`src/vfdsu_pkg.sv`:
```
// shared types and constants for the divide/sqrt EX1 operand stage
// only double and single precision; single operands sit in bits [31:0]
package vfdsu_pkg;

  // raw operand and meaningful widths
  typedef logic [63:0] fp_word_t;
  typedef logic [12:0] expnt_t;
  typedef logic [51:0] frac_t;
  typedef logic [2:0]  rm_t;

  // field positions
  localparam int DBL_EXP_MSB = 62;
  localparam int DBL_EXP_LSB = 52;
  localparam int SGL_EXP_MSB = 30;
  localparam int SGL_EXP_LSB = 23;
  localparam int DBL_FRAC_W  = 52;
  localparam int SGL_FRAC_W  = 23;

  // exponent biases, used as the sqrt second adder operand
  localparam expnt_t DBL_BIAS = 13'd1023;
  localparam expnt_t SGL_BIAS = 13'd127;

  // rounding mode codes
  localparam rm_t RM_RNE = 3'd0;
  localparam rm_t RM_RTZ = 3'd1;
  localparam rm_t RM_RDN = 3'd2;
  localparam rm_t RM_RUP = 3'd3;
  localparam rm_t RM_RMM = 3'd4;
  // static field value that defers to the dynamic mode
  localparam rm_t RM_DYN = 3'd7;

  // operation control, single precision when dbl is low
  typedef struct packed {
    logic div;
    logic sqrt;
    logic dbl;
    logic scalar;
  } ex1_ctrl_t;

  // per-operand classification
  typedef struct packed {
    logic   sign;
    logic   cnan;
    logic   zero;
    logic   inf;
    logic   norm;
    logic   snan;
    logic   qnan;
    logic   expnt_max;
    expnt_t expnt;
    frac_t  payload;
  } op_class_t;

  // everything handed to EX2
  typedef struct packed {
    logic   result_zero;
    logic   result_qnan;
    logic   result_inf;
    logic   result_sign;
    logic   op0_norm;
    logic   op1_norm;
    expnt_t expnt_add0;
    expnt_t expnt_add1;
    logic   nv;
    logic   dz;
    logic   srt_skip;
    logic   of_rm_lfn;
    logic   qnan_sign;
    frac_t  qnan_f;
    rm_t    rm;
    logic   div;
    logic   sqrt;
    logic   dbl;
  } ex2_result_t;

endpackage
```
`src/vfdsu_prepare.sv`:
```
// EX1 operand preparation for the divide/sqrt unit, one cycle to ex2_result
// ex1_pipe_clk is free running; ex1_pipedown is the only load control
`timescale 1ns/1ps

module vfdsu_prepare
  import vfdsu_pkg::*;
(
  input  logic        ex1_pipe_clk,
  input  logic        cpurst_b,
  input  fp_word_t    ex1_src0,
  input  fp_word_t    ex1_src1,
  input  logic        ex1_div,
  input  logic        ex1_sqrt,
  input  logic        ex1_double,
  input  logic        ex1_scalar,
  input  rm_t         ex1_static_rm,
  input  rm_t         vfpu_yy_xx_rm,
  input  logic        vfpu_yy_xx_dqnan,
  input  logic        ex1_pipedown,
  output ex2_result_t ex2_result
);

  ex1_ctrl_t   ex1_ctrl;
  op_class_t   op0_class;
  op_class_t   op1_class;
  ex2_result_t ex1_result;
  logic        result_sign;
  logic        default_qnan;

  assign ex1_ctrl.div    = ex1_div;
  assign ex1_ctrl.sqrt   = ex1_sqrt;
  assign ex1_ctrl.dbl    = ex1_double;
  assign ex1_ctrl.scalar = ex1_scalar;

  // operand classification
  vfdsu_op_classify u_op0_class (
    .oper (ex1_src0),
    .ctrl (ex1_ctrl),
    .cls  (op0_class)
  );

  vfdsu_op_classify u_op1_class (
    .oper (ex1_src1),
    .ctrl (ex1_ctrl),
    .cls  (op1_class)
  );

  vfdsu_special_detect u_special (
    .ctrl         (ex1_ctrl),
    .op0          (op0_class),
    .op1          (op1_class),
    .result_sign  (result_sign),
    .nv           (ex1_result.nv),
    .dz           (ex1_result.dz),
    .result_zero  (ex1_result.result_zero),
    .result_inf   (ex1_result.result_inf),
    .result_qnan  (ex1_result.result_qnan),
    .srt_skip     (ex1_result.srt_skip),
    .default_qnan (default_qnan)
  );

  vfdsu_nan_select u_nan (
    .ctrl         (ex1_ctrl),
    .op0          (op0_class),
    .op1          (op1_class),
    .default_qnan (default_qnan),
    .dqnan_en     (vfpu_yy_xx_dqnan),
    .qnan_f       (ex1_result.qnan_f),
    .qnan_sign    (ex1_result.qnan_sign)
  );

  vfdsu_expnt_round u_expnt (
    .ctrl        (ex1_ctrl),
    .op0         (op0_class),
    .op1         (op1_class),
    .static_rm   (ex1_static_rm),
    .dyn_rm      (vfpu_yy_xx_rm),
    .result_sign (result_sign),
    .expnt_add0  (ex1_result.expnt_add0),
    .expnt_add1  (ex1_result.expnt_add1),
    .rm          (ex1_result.rm),
    .of_rm_lfn   (ex1_result.of_rm_lfn)
  );

  // remaining fields straight from control and classes
  assign ex1_result.result_sign = result_sign;
  assign ex1_result.op0_norm    = op0_class.norm;
  assign ex1_result.op1_norm    = op1_class.norm;
  assign ex1_result.div         = ex1_ctrl.div;
  assign ex1_result.sqrt        = ex1_ctrl.sqrt;
  assign ex1_result.dbl         = ex1_ctrl.dbl;

  vfdsu_ex2_pipe u_pipe (
    .ex1_pipe_clk (ex1_pipe_clk),
    .cpurst_b     (cpurst_b),
    .ex1_pipedown (ex1_pipedown),
    .ex1_result   (ex1_result),
    .ex2_result   (ex2_result)
  );

endmodule

```
`src/vfdsu_ex2_pipe.sv`:
```
// EX2 register, loads on ex1_pipedown and holds otherwise
// reset clears every field, payload included
`timescale 1ns/1ps

module vfdsu_ex2_pipe
  import vfdsu_pkg::*;
(
  input  logic        ex1_pipe_clk,
  input  logic        cpurst_b,
  input  logic        ex1_pipedown,
  input  ex2_result_t ex1_result,
  output ex2_result_t ex2_result
);

  always_ff @(posedge ex1_pipe_clk or negedge cpurst_b)
  begin
    if (!cpurst_b)
    begin
      ex2_result <= '0;
    end
    else if (ex1_pipedown)
    begin
      ex2_result <= ex1_result;
    end
  end

endmodule

```
`src/vfdsu_expnt_round.sv`:
```
// exponent adder operands, rounding mode and overflow-to-largest-finite flag
// a denormal contributes its raw exponent field, which is zero
`timescale 1ns/1ps

module vfdsu_expnt_round
  import vfdsu_pkg::*;
(
  input  ex1_ctrl_t ctrl,
  input  op_class_t op0,
  input  op_class_t op1,
  input  rm_t       static_rm,
  input  rm_t       dyn_rm,
  input  logic      result_sign,
  output expnt_t    expnt_add0,
  output expnt_t    expnt_add1,
  output rm_t       rm,
  output logic      of_rm_lfn
);

  assign expnt_add0 = op0.expnt;

  // divisor exponent for div, bias for sqrt
  always_comb
  begin
    case ({ctrl.div, ctrl.sqrt})
      2'b10:   expnt_add1 = op1.expnt;
      2'b01:   expnt_add1 = ctrl.dbl ? DBL_BIAS : SGL_BIAS;
      default: expnt_add1 = '0;
    endcase
  end

  // vector ops always use the dynamic mode
  assign rm = ((static_rm == RM_DYN) || !ctrl.scalar) ? dyn_rm : static_rm;

  // on overflow, modes that round toward zero magnitude stop at the largest finite
  always_comb
  begin
    case (rm)
      RM_RNE:  of_rm_lfn = 1'b0;
      RM_RTZ:  of_rm_lfn = 1'b1;
      RM_RDN:  of_rm_lfn = ~result_sign;
      RM_RUP:  of_rm_lfn = result_sign;
      RM_RMM:  of_rm_lfn = 1'b0;
      default: of_rm_lfn = 1'b0;
    endcase
  end

endmodule

```
`src/vfdsu_nan_select.sv`:
```
// picks the qNaN payload and sign, sNaN before qNaN, op0 before op1
// op1 only takes part for division
`timescale 1ns/1ps

module vfdsu_nan_select
  import vfdsu_pkg::*;
(
  input  ex1_ctrl_t ctrl,
  input  op_class_t op0,
  input  op_class_t op1,
  input  logic      default_qnan,
  input  logic      dqnan_en,
  output frac_t     qnan_f,
  output logic      qnan_sign
);

  localparam frac_t CANON_F = {1'b1, 51'b0};

  logic op1_snan_hit;
  logic op1_qnan_hit;

  assign op1_snan_hit = op1.snan & ctrl.div;
  assign op1_qnan_hit = op1.qnan & ctrl.div;

  always_comb
  begin
    qnan_f    = CANON_F;
    qnan_sign = 1'b0;
    if (default_qnan)
    begin
      qnan_f    = CANON_F;
      qnan_sign = 1'b0;
    end
    else if (dqnan_en)
    begin
      if (op0.snan)
      begin
        qnan_f    = op0.payload;
        qnan_sign = op0.sign;
      end
      else if (op1_snan_hit)
      begin
        qnan_f    = op1.payload;
        qnan_sign = op1.sign;
      end
      // a cNaN propagates as positive
      else if (op0.qnan)
      begin
        qnan_f    = op0.payload;
        qnan_sign = op0.sign & ~op0.cnan;
      end
      else if (op1_qnan_hit)
      begin
        qnan_f    = op1.payload;
        qnan_sign = op1.sign & ~op1.cnan;
      end
    end
  end

endmodule

```
`src/vfdsu_special_detect.sv`:
```
// special operand cases for div and sqrt: exceptions and forced results
// purely combinational
`timescale 1ns/1ps

module vfdsu_special_detect
  import vfdsu_pkg::*;
(
  input  ex1_ctrl_t ctrl,
  input  op_class_t op0,
  input  op_class_t op1,
  output logic      result_sign,
  output logic      nv,
  output logic      dz,
  output logic      result_zero,
  output logic      result_inf,
  output logic      result_qnan,
  output logic      srt_skip,
  output logic      default_qnan
);

  logic div_nv;
  logic sqrt_nv;
  logic div_zero;
  logic div_inf;
  logic div_qnan;
  logic sqrt_inf;
  logic zero_by_zero;
  logic inf_by_inf;
  logic sqrt_neg;

  assign result_sign = ctrl.div ? (op0.sign ^ op1.sign) : op0.sign;

  assign zero_by_zero = op0.zero & op1.zero;
  assign inf_by_inf   = op0.inf & op1.inf;
  // negative nonzero operand, including -inf
  assign sqrt_neg     = op0.sign & (op0.norm | op0.inf);

  // invalid operation
  assign div_nv  = op0.snan | op1.snan | zero_by_zero | inf_by_inf;
  assign sqrt_nv = op0.snan | sqrt_neg;
  assign nv      = (ctrl.div & div_nv) | (ctrl.sqrt & sqrt_nv);

  // divide by zero only for a normal dividend
  assign dz = ctrl.div & op1.zero & op0.norm;

  // zero result: 0/x, or finite over inf
  assign div_zero    = (op0.zero & op1.norm) | (~op0.expnt_max & ~op0.cnan & op1.inf);
  assign result_zero = (ctrl.div & div_zero) | (ctrl.sqrt & op0.zero);

  // inf result
  assign div_inf    = op0.inf & ~op1.expnt_max & ~op1.cnan;
  assign sqrt_inf   = op0.inf & ~op0.sign;
  assign result_inf = (ctrl.div & div_inf) | (ctrl.sqrt & sqrt_inf) | dz;

  // qNaN result, any invalid case included
  assign div_qnan    = op0.qnan | op1.qnan;
  assign result_qnan = (ctrl.div & div_qnan) | (ctrl.sqrt & op0.qnan) | nv;

  // these cases never carry an input payload
  assign default_qnan = (ctrl.div & (zero_by_zero | inf_by_inf)) | (ctrl.sqrt & sqrt_neg);

  assign srt_skip = result_zero | result_qnan | result_inf;

endmodule

```
`src/vfdsu_op_classify.sv`:
```
// classifies one operand; a scalar single operand without NaN boxing is a cNaN
// denormals count as normal operands, no normalization is done here
`timescale 1ns/1ps

module vfdsu_op_classify
  import vfdsu_pkg::*;
(
  input  fp_word_t  oper,
  input  ex1_ctrl_t ctrl,
  output op_class_t cls
);

  logic   exp_max;
  logic   exp_zero;
  logic   frac_zero;
  logic   frac_msb;
  logic   high_all1;
  logic   cnan;
  expnt_t exp_field;

  // field extraction by format
  assign exp_max   = ctrl.dbl ? (&oper[DBL_EXP_MSB:DBL_EXP_LSB])
                              : (&oper[SGL_EXP_MSB:SGL_EXP_LSB]);
  assign exp_zero  = ctrl.dbl ? ~(|oper[DBL_EXP_MSB:DBL_EXP_LSB])
                              : ~(|oper[SGL_EXP_MSB:SGL_EXP_LSB]);
  assign frac_zero = ctrl.dbl ? ~(|oper[DBL_FRAC_W-1:0])
                              : ~(|oper[SGL_FRAC_W-1:0]);
  assign frac_msb  = ctrl.dbl ? oper[DBL_FRAC_W-1] : oper[SGL_FRAC_W-1];
  assign exp_field = ctrl.dbl ? {2'b0, oper[DBL_EXP_MSB:DBL_EXP_LSB]}
                              : {5'b0, oper[SGL_EXP_MSB:SGL_EXP_LSB]};

  // NaN boxing check
  assign high_all1 = &oper[63:32];
  assign cnan      = ctrl.scalar & ~ctrl.dbl & ~high_all1;

  assign cls.sign      = ctrl.dbl ? oper[63] : oper[31];
  assign cls.cnan      = cnan;
  assign cls.zero      = exp_zero & frac_zero & ~cnan;
  assign cls.inf       = exp_max & frac_zero & ~cnan;
  // normal, or denormal treated as normal
  assign cls.norm      = ~exp_max & ~cnan & (~exp_zero | ~frac_zero);
  assign cls.snan      = exp_max & ~frac_zero & ~frac_msb & ~cnan;
  assign cls.qnan      = (exp_max & frac_msb) | cnan;
  assign cls.expnt_max = exp_max;
  assign cls.expnt     = exp_field;
  // raw low bits as payload, cleared for a cNaN
  assign cls.payload   = cnan ? '0 : oper[DBL_FRAC_W-1:0];

endmodule

```
`config.mk`:
```
export PLATFORM = sky130hd
export DESIGN_NAME = vfdsu_prepare
export DESIGN_NICKNAME = d
export VERILOG_FILES = /design/src/vfdsu_pkg.sv /design/src/vfdsu_prepare.sv /design/src/vfdsu_ex2_pipe.sv /design/src/vfdsu_expnt_round.sv /design/src/vfdsu_nan_select.sv /design/src/vfdsu_special_detect.sv /design/src/vfdsu_op_classify.sv
export SDC_FILE = /design/constraint.sdc
export NUM_CORES = 1
export LEC_CHECK = 0
export BUFFER_PORTS_ARGS = -buffer_cell sky130_fd_sc_hd__buf_4
export CORE_ASPECT_RATIO = 0.7
export CORE_UTILIZATION = 52
export CTS_BUF_LIST = sky130_fd_sc_hd__clkbuf_4
export DETAILED_ROUTE_END_ITERATION = 8
export PLACE_DENSITY_LB_ADDON = 0.2
export SLEW_MARGIN = 20
export SYNTH_ARGS = -nofsm -noshare
export SYNTH_HDL_FRONTEND = slang
export SYNTH_SLANG_ARGS = --single-unit
```
`constraint.sdc`:
```
create_clock -name ex1_pipe_clk -period 1 [get_ports ex1_pipe_clk]
set_input_delay 0.05 -clock ex1_pipe_clk [delete_from_list [all_inputs] [get_ports ex1_pipe_clk]]
set_output_delay 0.05 -clock ex1_pipe_clk [all_outputs]
set_load 0.02 [all_outputs]
```
==> results of run 1 <==
-- kinds of logic after synthesis --
kind of cell / count (synthesis) / synth area share [%]
flops: 91 / 45.23
compound gates: 182 / 27.09
buf+inv: 51 / 4.548
fa+ha+maj: 2 / 0.4969
other cells: 1 / 0.07448
mux: 26 / 5.542
xor+xnor: 2 / 0.3480
simple gates: 152 / 16.68
-- metrics by stage --
step           cell area [µm²]  utilization (%)
3_3_place_gp              8391            91.04
3_5_place_dp              8391            91.04
2_1_floorplan             5539                -
-- synthesized netlist by cell type (2+ instances only) --
master      n  area [µm²]
o32a_1      3       30.03
buf_2       9       45.04
a31oi_1     3       18.77
o31ai_1     4       30.03
a41oi_1     2       17.52
ha_1        2       25.02
nand4_1    27       168.9
nor2_1     30       112.6
a22oi_1    51       382.9
clkbuf_1   22       82.58
o22ai_1     2       12.51
nand2_1    19       71.32
o211ai_1    3       22.52
nor3_1     10       50.05
a32oi_1     2       17.52
nor4_2      4       50.05
o21a_1      2       15.01
and2_1      2       12.51
o2bb2ai_1  61       534.3
buf_1       2       7.510
o32ai_1     2       17.52
or3_1       3       18.77
nand2b_1    3       18.77
nor4_1     30       187.7
a21oi_1    25       125.1
o21ai_0    12       60.06
nand3_1    15       75.07
dfrtp_1    91        2277
mux2i_1    11       110.1
buf_4       5       37.54
mux2_2     14       157.7
o21ai_1     2       10.01
a21o_1      2       15.01
inv_1      12       45.04
==> flow_summary.toml, run 1 <==
[outcome]
run_status = "stopped before the end"
stage_where_the_flow_stopped = "4_1_cts"
toolErrorMsg = "[ERROR DPL-0038] Utilization greater than 100%, impossible to legalize"

[floorplanning]
count_of_pins_on_the_block_boundary = 237
starting_density_pct = 54.63
floorplan.rows = 29
die_x_um = 119.6
die_h_um = 84.33

[clock_tree]
cts_made_buffers = 9
total_of_cells_resized_after_clock_tree_synthesis = 163
clock_tree.root_cell = "clkbuf_4"
h-tree-depth = 3
cts.sink_count = 91
cts.hold.buffers_added = 68
cts.repair_timing.setup_buffer_count = 78
ctsLongestPathBuffers = 2

[placement]
place_inst = 977
hpwlAfterDp_um = 18060
gp_congestion = 0.9625
port-buffer-count = 232
dp_slack_ps = -1733

[yosys]
synthesis.instances = 507
number_of_synthesized_flops_with_an_enable_pin = 0
dominantRegCellSynth = "dfrtp_1"
syn-cell-area_um2 = 5035
yosys_warnings = 0
post_synth_num_cell_types = 54
synth_area_per_cell_um2 = 9.931
synth-seq-area-share_pct = 45.23
yosys_register_bits = 91
synth-async-reset-ratio_pct = 100.0
==> run 2: changes to the inputs <==
- CORE_ASPECT_RATIO: 0.7 -> default
- CORE_UTILIZATION: 52 -> 40
- CTS_BUF_LIST: sky130_fd_sc_hd__clkbuf_4 -> default
- PLACE_DENSITY_LB_ADDON: 0.2 -> 0.15
==> flow_summary.toml, run 2 <==
[outcome]
run_status = "complete, but fails checks"
violations = "negative setup slack"

[floorplanning]
die_h_um = 114.2
starting_density_pct = 41.40
floorplan.rows = 40
die_area_um2 = 13040
core_area_um2 = 12160
count_of_pins_on_the_block_boundary = 237
die_x_um = 114.2

[cells_and_area]
top_register = "u_pipe.ex2_result"
multi_input_area_um2 = 3473
fillCellCount = 774
layout.area.seq_um2 = 2277
diodes = 0
largestRegisters = "u_pipe.ex2_result (91)"
drive_gt1_share_pct = 62.63
area.growth.synth_to_final_pct = 93.69
final_net_count = 1038
largest_register_ffs = 91
most_frequent_standard_cell_in_the_layout_excluding_fill_and_tap_cells = "buf_4"
post-route-util_pct = 80.19
layout.cells.most_common_list = "370 x buf_4, 91 x dfrtp_1, 48 x o2bb2ai_2, 44 x a22oi_1, 29 x nor2_1"
final-instance-count-excl-fill = 1067

[grt]
grt_use_met2_pct = 54.14
grt_start_max_net_pins = 44
globalRoute.busiestLayer = "met2"
grtUsageTotal_pct = 33.25
groute.layer.met3.usage_pct = 5.876
grt_first_pass_wirelength_um = 33200
gr-total-overflow = 0
initial_antenna_violation_count = 0
use_met1_pct = 43.53
first_global_vias = 6233

[yosys]
dominantRegCellSynth = "dfrtp_1"
post_synth_num_cell_types = 54
synth_area_per_cell_um2 = 9.931
syn-cell-area_um2 = 5035
synth_area_leader_cell = "dfrtp_1"
post_synth_most_frequent_cells = "91 x dfrtp_1, 61 x o2bb2ai_1, 51 x a22oi_1, 30 x nor2_1, 30 x nor4_1"
number_of_synthesized_flops_with_an_enable_pin = 0
yosys.cell_count.top_type = "dfrtp_1"
netlist_top_cells_area = "dfrtp_1 45%, o2bb2ai_1 11%, a22oi_1 7.6%, nor4_1 3.7%, nand4_1 3.4%"
synthesis.instances = 507
synth-async-reset-ratio_pct = 100.0
synth-seq-area-share_pct = 45.23
yosys_warnings = 0
yosys_register_bits = 91
post-synth-top-area-fraction_pct = 45.23

[power_and_ir_drop]
p_comb_share_pct = 26.1
seqPwrFrac_pct = 38.6
power.total_mw = 10.15
swShare_pct = 28.90
static-leakage-power_nw = 4.336
vdd_ir_drop_max_v = 0.0008885
pwr_density_cell_nw_per_um2 = 1041
p_clk_share_pct = 35.3
power_report.internal_total_mw = 7.220
power.net_switching_mw = 2.934

[route]
vias_per_cell = 5.907
wirelength_um = 22750
drt-initial-drc-count = 556
vias = 6303
drcViolationCount = 0
route.detailed.wl_per_inst_um = 21.32
ant_nets = 0
firstDrtPassIters = 5

[critical_path]
cp-startpoint = "ex1_src1[28]"
worst_path_required_time_ps = 1230
end_kind = "flip-flop"
criticalPathCategory = "input pin to flip-flop"
worst_setup_path_start_kind = "input pin"
critical_path_arrival_ps = 2340
r2r_cell_count = 2
worst-path-max-fanout = 7
worst_r2r_startpoint = "u_pipe.ex2_result[36]"

[placement]
port-buffer-count = 232
hpwlAfterDp_um = 15940
gp_congestion = 0.9411
place_inst = 1034
dp_slack_ps = -1514

[clock_tree]
clock_tree.root_cell = "clkbuf_16"
worst_path_clk_slew_ps = 70
clk-insertion-delay-late_ps = 350
cts.sink_count = 91
tritoncts = "done"
ctsLongestPathBuffers = 2
cts_made_buffers = 9
h-tree-depth = 3

[timing]
slew_viol_final = 0
max_freq_mhz = 475.4
setup_viol = 63
worst_clock_skew_ps = 0
finalHoldViolations = 0
period_share_pct = 210.3
fin_hold_ws_ps = 15.93
setup_repair_after_global_routing_missed_its_margin = "yes"
setup_slack_ps = -1103
period_minus_slack_ps = 2103

[hold_path]
min_delay_path_depth = 3
start_point_of_the_worst_min_delay_path = "ex1_src1[15]"
class_of_the_most_critical_hold_timing_path = "input pin to flip-flop"

[flow_run]
cap_viol_max_count = 0
## run 2: area by class of cell
class | instances | share of cell area, %
Clock inverter | 3 | 0.4747
Inverter | 12 | 0.4747
Multi-Input combinational cell | 368 | 35.62
Clock buffer | 13 | 2.669
Tap cell | 168 | 2.156
Sequential cell | 91 | 23.35
Timing Repair Buffer | 412 | 35.26
## run 2: cells by family after synthesis
kind of cell	count (synthesis)	share of synthesized area (%)
XOR/XNOR	2	0.3480
multiplexers	26	5.542
flip-flops	91	45.23
AND/OR/NAND/NOR	152	16.68
other	1	0.07448
buffers and inverters	51	4.548
AO/OA/AOI/OAI	182	27.09
adder cells (fa/ha/maj)	2	0.4969
## run 2: timing repair
| item | in CTS | in global routing |
|---|---|---|
| pin swaps | 14 | 29 |
| gates cloned | 2 | 2 |
| endpoints found under the hold margin | 92 | 0 |
| buffers inserted | 3 | 10 |
| gates resized for setup | 52 | 61 |
| endpoints found under the setup margin | 71 | 71 |
| hold buffers | 2 | 0 |
## run 2: per-stage QoR
| stage | instance area [µm²] | TNS [ps] |
|---|---|---|
| final | 9752 | -62320 |
| after global routing | 9752 | -70640 |
| after CTS | 9283 | -58830 |
| after detailed placement | 8594 | -93090 |
| after global placement | 8594 | -92500 |
| after floorplan | 5539 | -54040 |
## run 2: metal layers
layer / vias to the layer above / wire length (µm)
met1: 3100 / 9439
li1: 2805 / -
met5: - / 50
met3: 63 / 1397
met2: 333 / 11150
met4: 2 / 704
## run 2: worst paths after layout
path / slack (ps) / endpoint
max in group asynchronous: 420 / u_pipe.ex2_result[47]
min in group asynchronous: 90 / u_pipe.ex2_result[86]
max reg2reg: 200 / u_pipe.ex2_result[36]
max: -1100 / u_pipe.ex2_result[12]
min: 20 / u_pipe.ex2_result[21]
min reg2reg: 490 / u_pipe.ex2_result[5]
## run 2: power by group through the flow
stage	registers (mW)	clock network, mW	logic [mW]
6_report	3.92	3.59	2.65
5_1_grt	3.94	3.74	2.78
4_1_cts	3.92	3.58	2.45
3_5_place_dp	3.99	0	2.30
3_3_place_gp	3.98	0	2.27
2_1_floorplan	4.16	0	0.649
## run 2: critical path, stage by stage
cell	delay (ps)
buf_4	120
nor4_2	300
nand2_1	190
o31ai_2	350
nand2_1	160
or3_4	400
a22oi_2	200
or3_4	220
buf_12	130
clkbuf_16	150
o2bb2ai_2	60
Note: power is estimated with default switching activity, not from simulation.
==> run 3: changes to the inputs <==
- CAP_MARGIN: default -> 10
- CORE_UTILIZATION: 40 -> 35
==> flow_summary.toml, run 3 (synthesis gave the netlist of run 2 again) <==
[floorplanning]
count_of_pins_on_the_block_boundary = 237
floorplan.rows = 43
die_x_um = 121.9
die_h_um = 121.9
core_area_um2 = 13930
die_area_um2 = 14870
starting_density_pct = 36.13

[grt]
grt_first_pass_wirelength_um = 33180
initial_antenna_violation_count = 0
grt_start_max_net_pins = 92
gr-total-overflow = 0
grtUsageTotal_pct = 29.37
first_global_vias = 6304

[timing]
setup_slack_ps = -1141
slew_viol_final = 0
max_freq_mhz = 467.0
period_minus_slack_ps = 2141
fin_hold_ws_ps = 15.39
setup_repair_after_global_routing_missed_its_margin = "yes"
worst_clock_skew_ps = 0
period_share_pct = 214.1
setup_viol = 63
tns_ps = -62390
finalHoldViolations = 0

[critical_path]
timing.critical_path.cells = "buf_6 > nor4_2 > nand4_1 > o31ai_2 > nand4_1 > or3b_4 > a22oi_2 > or3_4 > buf_12 > buf_16 > o2bb2ai_4"
criticalPathCategory = "input pin to flip-flop"
worst-path-max-fanout = 7
r2r_cell_count = 3
timing.critical_path.mode_cell = "nand4_1"
worst_setup_path_start_kind = "input pin"
worst_path_required_time_ps = 1280
end_kind = "flip-flop"
critical_path_arrival_ps = 2420
worst_path_max_stage_delay_ps = 430
cp_slowest_cell = "or3_4"

[flow_run]
cap_viol_max_count = 0

[cells_and_area]
largest_register_ffs = 91
diodes = 0
layout.cells.most_common_list = "369 x buf_4, 91 x dfrtp_1, 44 x o2bb2ai_2, 40 x a22oi_1, 28 x buf_6"
final_net_count = 1055
drive_gt1_share_pct = 63.02
layout.area.seq_um2 = 2277
finish.instance_area_um2 = 9962
largestRegisters = "u_pipe.ex2_result (91)"
most_frequent_standard_cell_in_the_layout_excluding_fill_and_tap_cells = "buf_4"
multi_input_area_um2 = 3410
top_register = "u_pipe.ex2_result"
area.growth.synth_to_final_pct = 97.86
fillCellCount = 1053
post-route-util_pct = 71.49

[placement]
place_area_um2 = 8554
port-buffer-count = 232
gp_congestion = 0.9777
hpwlAfterDp_um = 16020

[clock_tree]
h-tree-depth = 3
tritoncts = "done"
cts.sink_count = 91
clk-insertion-delay-late_ps = 350
cts_made_buffers = 9
clock_tree.root_cell = "clkbuf_16"
ctsLongestPathBuffers = 2
worst_path_clk_slew_ps = 70

[route]
drt-initial-drc-count = 326
drcViolationCount = 0
vias = 6220
ant_nets = 0
wirelength_um = 22210
route.detailed.wl_per_inst_um = 20.30
firstDrtPassIters = 5
vias_per_cell = 5.686

[power_and_ir_drop]
static-leakage-power_nw = 4.456
vdd_ir_drop_max_v = 0.0007088
power.total_mw = 10.13
pwr_density_cell_nw_per_um2 = 1017

[hold_path]
class_of_the_most_critical_hold_timing_path = "input pin to flip-flop"
min_delay_path_depth = 3

[outcome]
run_status = "complete, but fails checks"
violations = "negative setup slack"
==> run 3: cell types whose count changed in the layout (fill, tap and decap cells not counted), moves of 4 or more <==
cell / delta
a22oi_1: -4
a22oi_2: +4
buf_6: +10
dlygate4sd3_1: +4
nor2_2: +4
nor4_1: +8
nor4_2: -4
nor4_4: -4
o2bb2ai_2: -4
==> run 3: metal layers <==
layer  vias up  part of all wire, %  wire [µm]  track usage, %
met1      3056                   41       9177           37.70
met4         0                  2.1        467           9.877
met5         -                    0          0               0
met3        46                  6.6       1470           5.758
li1       2829                    -          -               -
met2       289                   50      11090           49.19
==> run 3: worst paths after layout <==
kind	start	end	slack (ps)
setup / recovery	ex1_src0[40]	u_pipe.ex2_result[46]	-1140
hold / removal	ex1_src1[3]	u_pipe.ex2_result[9]	20
setup reg to reg	u_pipe.ex2_result[70]	u_pipe.ex2_result[70]	80
hold reg to reg	u_pipe.ex2_result[5]	u_pipe.ex2_result[5]	490
max in group asynchronous	cpurst_b	u_pipe.ex2_result[53]	330
min in group asynchronous	cpurst_b	u_pipe.ex2_result[78]	290
==> run 3: power breakdown <==
part | internal [mW] | total, mW | switching, mW
clock | 2.16 | 3.60 | 1.44
combinational | 1.33 | 2.61 | 1.28
sequential | 3.83 | 3.92 | 0.0933
total | 7.32 | 10.1 | 2.81
==> run 3: through the flow <==
step                setup WS, ps  instances
finish                     -1141       1094
global placement           -1604       1042
global route               -1210       1094
detailed placement         -1617       1042
CTS                        -1019       1078
floorplan                 -971.4        510
==> run 3: worst max-delay path, delay by kind of cell <==
kind,cells,cell delay [ps]
AND/OR/NAND/NOR,5,1410
AO/OA/AOI/OAI,3,530
buffers and inverters,3,410
==> run 3: area by class of cell <==
class	instances	share of cell area, %
inverters	12	0.4647
clock inverters	5	0.8038
clock buffers	9	2.261
multi-input cells	368	34.23
flip-flops and latches	91	22.86
well taps	180	2.261
repair buffers	429	37.13
==> run 3: repair_timing <==
item / CTS / global route
gates cloned: 5 / 1
endpoints found under the hold margin: 95 / 0
hold buffers: 6 / 0
resized for setup: 75 / 53
pin swaps: 18 / 21
setup buffers: 12 / 15
endpoints found under the setup margin: 63 / 75
==> run 4: changes to the inputs <==
- PLACE_DENSITY: default -> 0.66
- PLACE_DENSITY_LB_ADDON: 0.15 -> default
- SYNTH_HIERARCHICAL: default -> 1
==> flow_summary.toml, run 4 <==
[floorplanning]
die_area_um2 = 19580
die_h_um = 139.9
die_x_um = 139.9
floorplan.rows = 50
starting_density_pct = 35.60
core_area_um2 = 18710
count_of_pins_on_the_block_boundary = 237

[outcome]
run_status = "complete, but fails checks"
violations = "negative setup slack"

[grt]
globalRoute.busiestLayer = "met2"
grtUsageTotal_pct = 22.65
gr-total-overflow = 0
initial_antenna_violation_count = 0
use_met1_pct = 30.37
first_global_vias = 6059
grt_start_max_net_pins = 53
grt_use_met2_pct = 35.84
grt_first_pass_wirelength_um = 34370
groute.layer.met3.usage_pct = 5.128

[yosys]
synth_area_per_cell_um2 = 10.57
yosys.cell_count.top_type = "nor2b_1"
synth-seq-area-share_pct = 35.70
post-synth-top-area-fraction_pct = 35.70
syn-cell-area_um2 = 6659
synth_area_leader_cell = "dfrtp_1"
post_synth_num_cell_types = 54
yosys_register_bits = 95
netlist_top_cells_area = "dfrtp_1 36%, mux2_4 11%, mux2_2 10%, nor2b_1 10%, a22o_1 6.6%"
synthesis.instances = 630
synth-async-reset-ratio_pct = 100.0
yosys_warnings = 6
dominantRegCellSynth = "dfrtp_1"
post_synth_most_frequent_cells = "106 x nor2b_1, 95 x dfrtp_1, 61 x mux2_2, 50 x a22o_1, 50 x mux2_4"
number_of_synthesized_flops_with_an_enable_pin = 0

[clock_tree]
tritoncts = "done"
cts_made_buffers = 9
clock_tree.root_cell = "clkbuf_16"
h-tree-depth = 3
clk-insertion-delay-late_ps = 350
cts.sink_count = 95
worst_path_clk_slew_ps = 70
ctsLongestPathBuffers = 2

[placement]
port-buffer-count = 236
hpwlAfterDp_um = 16940
place_area_um2 = 9489
place_inst = 1167
gp_congestion = 0.8796

[timing]
max_freq_mhz = 417.4
period_share_pct = 239.6
tns_ps = -78080
timing.max_slew.rel_slack_pct = 61.62
setup_viol = 63
finalHoldViolations = 0
slew_viol_final = 0
max_slew.worst_pin.slew_ps = 575.6
worst_clock_skew_ps = 0
setup_slack_ps = -1396
period_minus_slack_ps = 2396
setup_repair_after_global_routing_missed_its_margin = "yes"

[hold_path]
class_of_the_most_critical_hold_timing_path = "input pin to flip-flop"

[cells_and_area]
area.growth.synth_to_final_pct = 60.01
final_net_count = 1111
fillCellCount = 1610
largest_register_ffs = 95
finish.instance_area_um2 = 10660
most_frequent_standard_cell_in_the_layout_excluding_fill_and_tap_cells = "buf_4"
diodes = 0
largestRegisters = "u_pipe/ex2_result (95)"
top_register = "u_pipe/ex2_result"
layout.cells.most_common_list = "335 x buf_4, 105 x nor2b_1, 95 x dfrtp_1, 76 x mux2_4, 50 x a22o_1"
drive_gt1_share_pct = 60.19
final-instance-count-excl-fill = 1206

[critical_path]
cp_slowest_cell = "o2111a_2"
critical_path_arrival_ps = 2630
worst-path-max-fanout = 15
critPathTopFamily = "buffers and inverters"
worst_path_max_stage_delay_ps = 280
criticalPathCategory = "input pin to flip-flop"
critical_path_buf_inv_count = 5
worst_setup_path_start_kind = "input pin"
worst_path_required_time_ps = 1230
timing.critical_path.cells = "buf_6 > nor4_2 > buf_4 > nand4_1 > buf_4 > nor4_2 > nor3b_1 > o21a_1 > o2111a_2 > buf_12 > clkbuf_16 > a22o_4 > mux2_4"
end_kind = "flip-flop"

[route]
wirelength_um = 23370
firstDrtPassIters = 5
vias = 6240
ant_nets = 0
vias_per_cell = 5.174
drt-initial-drc-count = 286
route.detailed.wl_per_inst_um = 19.38
drcViolationCount = 0

[power_and_ir_drop]
static-leakage-power_nw = 5.177
vdd_ir_drop_max_v = 0.0007545
pwr_density_cell_nw_per_um2 = 1080

[flow_run]
cap_viol_max_count = 0
[run 4: cell types whose count changed after synthesis, sizes merged, moves of 8 or more]
cell / change
nor2b: +105
mux2: +96
o2bb2ai: -61
a22o: +51
a22oi: -51
buf: +39
clkbuf: -15
nor2: -13
mux2i: -11
a21oi: -8
[run 4: through the flow]
| stage | util (%) | power, mW | hold slack [ps] | worst slack, ps |
|---|---|---|---|---|
| floorplan | - | 5.903 | -245.6 | -1397 |
| global placement | 50.73 | 7.448 | 70.40 | -1902 |
| detailed placement | 50.73 | 7.468 | 70.24 | -1966 |
| CTS | 54.82 | 11.45 | 63.63 | -1275 |
| global route | 56.96 | 11.99 | 66.37 | -1505 |
| finish | 56.96 | 11.51 | 72.03 | -1396 |
[run 4: per-layer routing]
metal	vias up	wire length (µm)
li1	2930	-
met1	3043	10340
met2	232	10990
met3	35	1456
met4	0	590
met5	-	0
[run 4: path summary, 6_finish.rpt]
| path | start | to | slack (ps) | depth (start not counted) |
|---|---|---|---|---|
| min in group asynchronous | cpurst_b | u_pipe/ex2_result[45] | 230 | 3 |
| worst min register to register | u_pipe/ex2_result[18] | u_pipe/ex2_result[18] | 510 | 1 |
| worst max register to register | u_pipe/ex2_result[35] | u_pipe/ex2_result[35] | 80 | 2 |
| worst min-delay path | vfpu_yy_xx_rm[2] | u_pipe/ex2_result[5] | 70 | 3 |
| max in group asynchronous | cpurst_b | u_pipe/ex2_result[89] | 510 | 3 |
| worst max-delay path | ex1_src1[36] | u_pipe/ex2_result[48] | -1400 | 13 |
[run 4: worst reg2reg max path: cells and delay by family, from the launching register on]
| kind | cells | cell delay (ps) |
|---|---|---|
| buffers and inverters | 1 | 150 |
| flip-flops | 1 | 410 |
| multiplexers | 1 | 260 |
[run 4: final cells by class]
| class | instances | area, µm² | area share (%) |
|---|---|---|---|
| inverters | 15 | 56.30 | 0.5284 |
| clock buffers | 14 | 294.0 | 2.760 |
| multi-input cells | 459 | 4300 | 40.36 |
| well taps | 234 | 292.8 | 2.748 |
| repair buffers | 387 | 3299 | 30.97 |
| flip-flops and latches | 95 | 2377 | 22.31 |
| clock inverters | 2 | 35.03 | 0.3288 |
[run 4: timing repair]
action | in CTS | in global routing
pin swaps | 20 | 33
endpoints found under the setup margin | 68 | 72
buffers inserted | 8 | 17
cloned | 1 | 4
endpoints found under the hold margin | 95 | 0
resized for setup | 74 | 53
hold buffers | 1 | 0
[run 4: power by group]
group / switching, mW / internal, mW / leakage, nW / total, mW
clock network: 1.51 / 2.28 / 0.165 / 3.79
registers: 0.159 / 4.10 / 1.25 / 4.26
logic: 1.61 / 1.85 / 3.76 / 3.46
total: 3.28 / 8.23 / 5.18 / 11.5
[run 4: cells by family (layout without fill, tap and decap cells)]
kind of cell	Yosys count	count (layout)	share of synthesized area, %
buffers and inverters	78	418	8.343
DFF	95	95	35.70
and+or+nand+nor	240	240	21.42
AOI/OAI and AO/OA	100	100	12.19
other	2	4	0.1128
xor gates and xnor gates	2	2	0.2631
adders and majority gates	2	2	0.3757
muxes	111	111	21.59
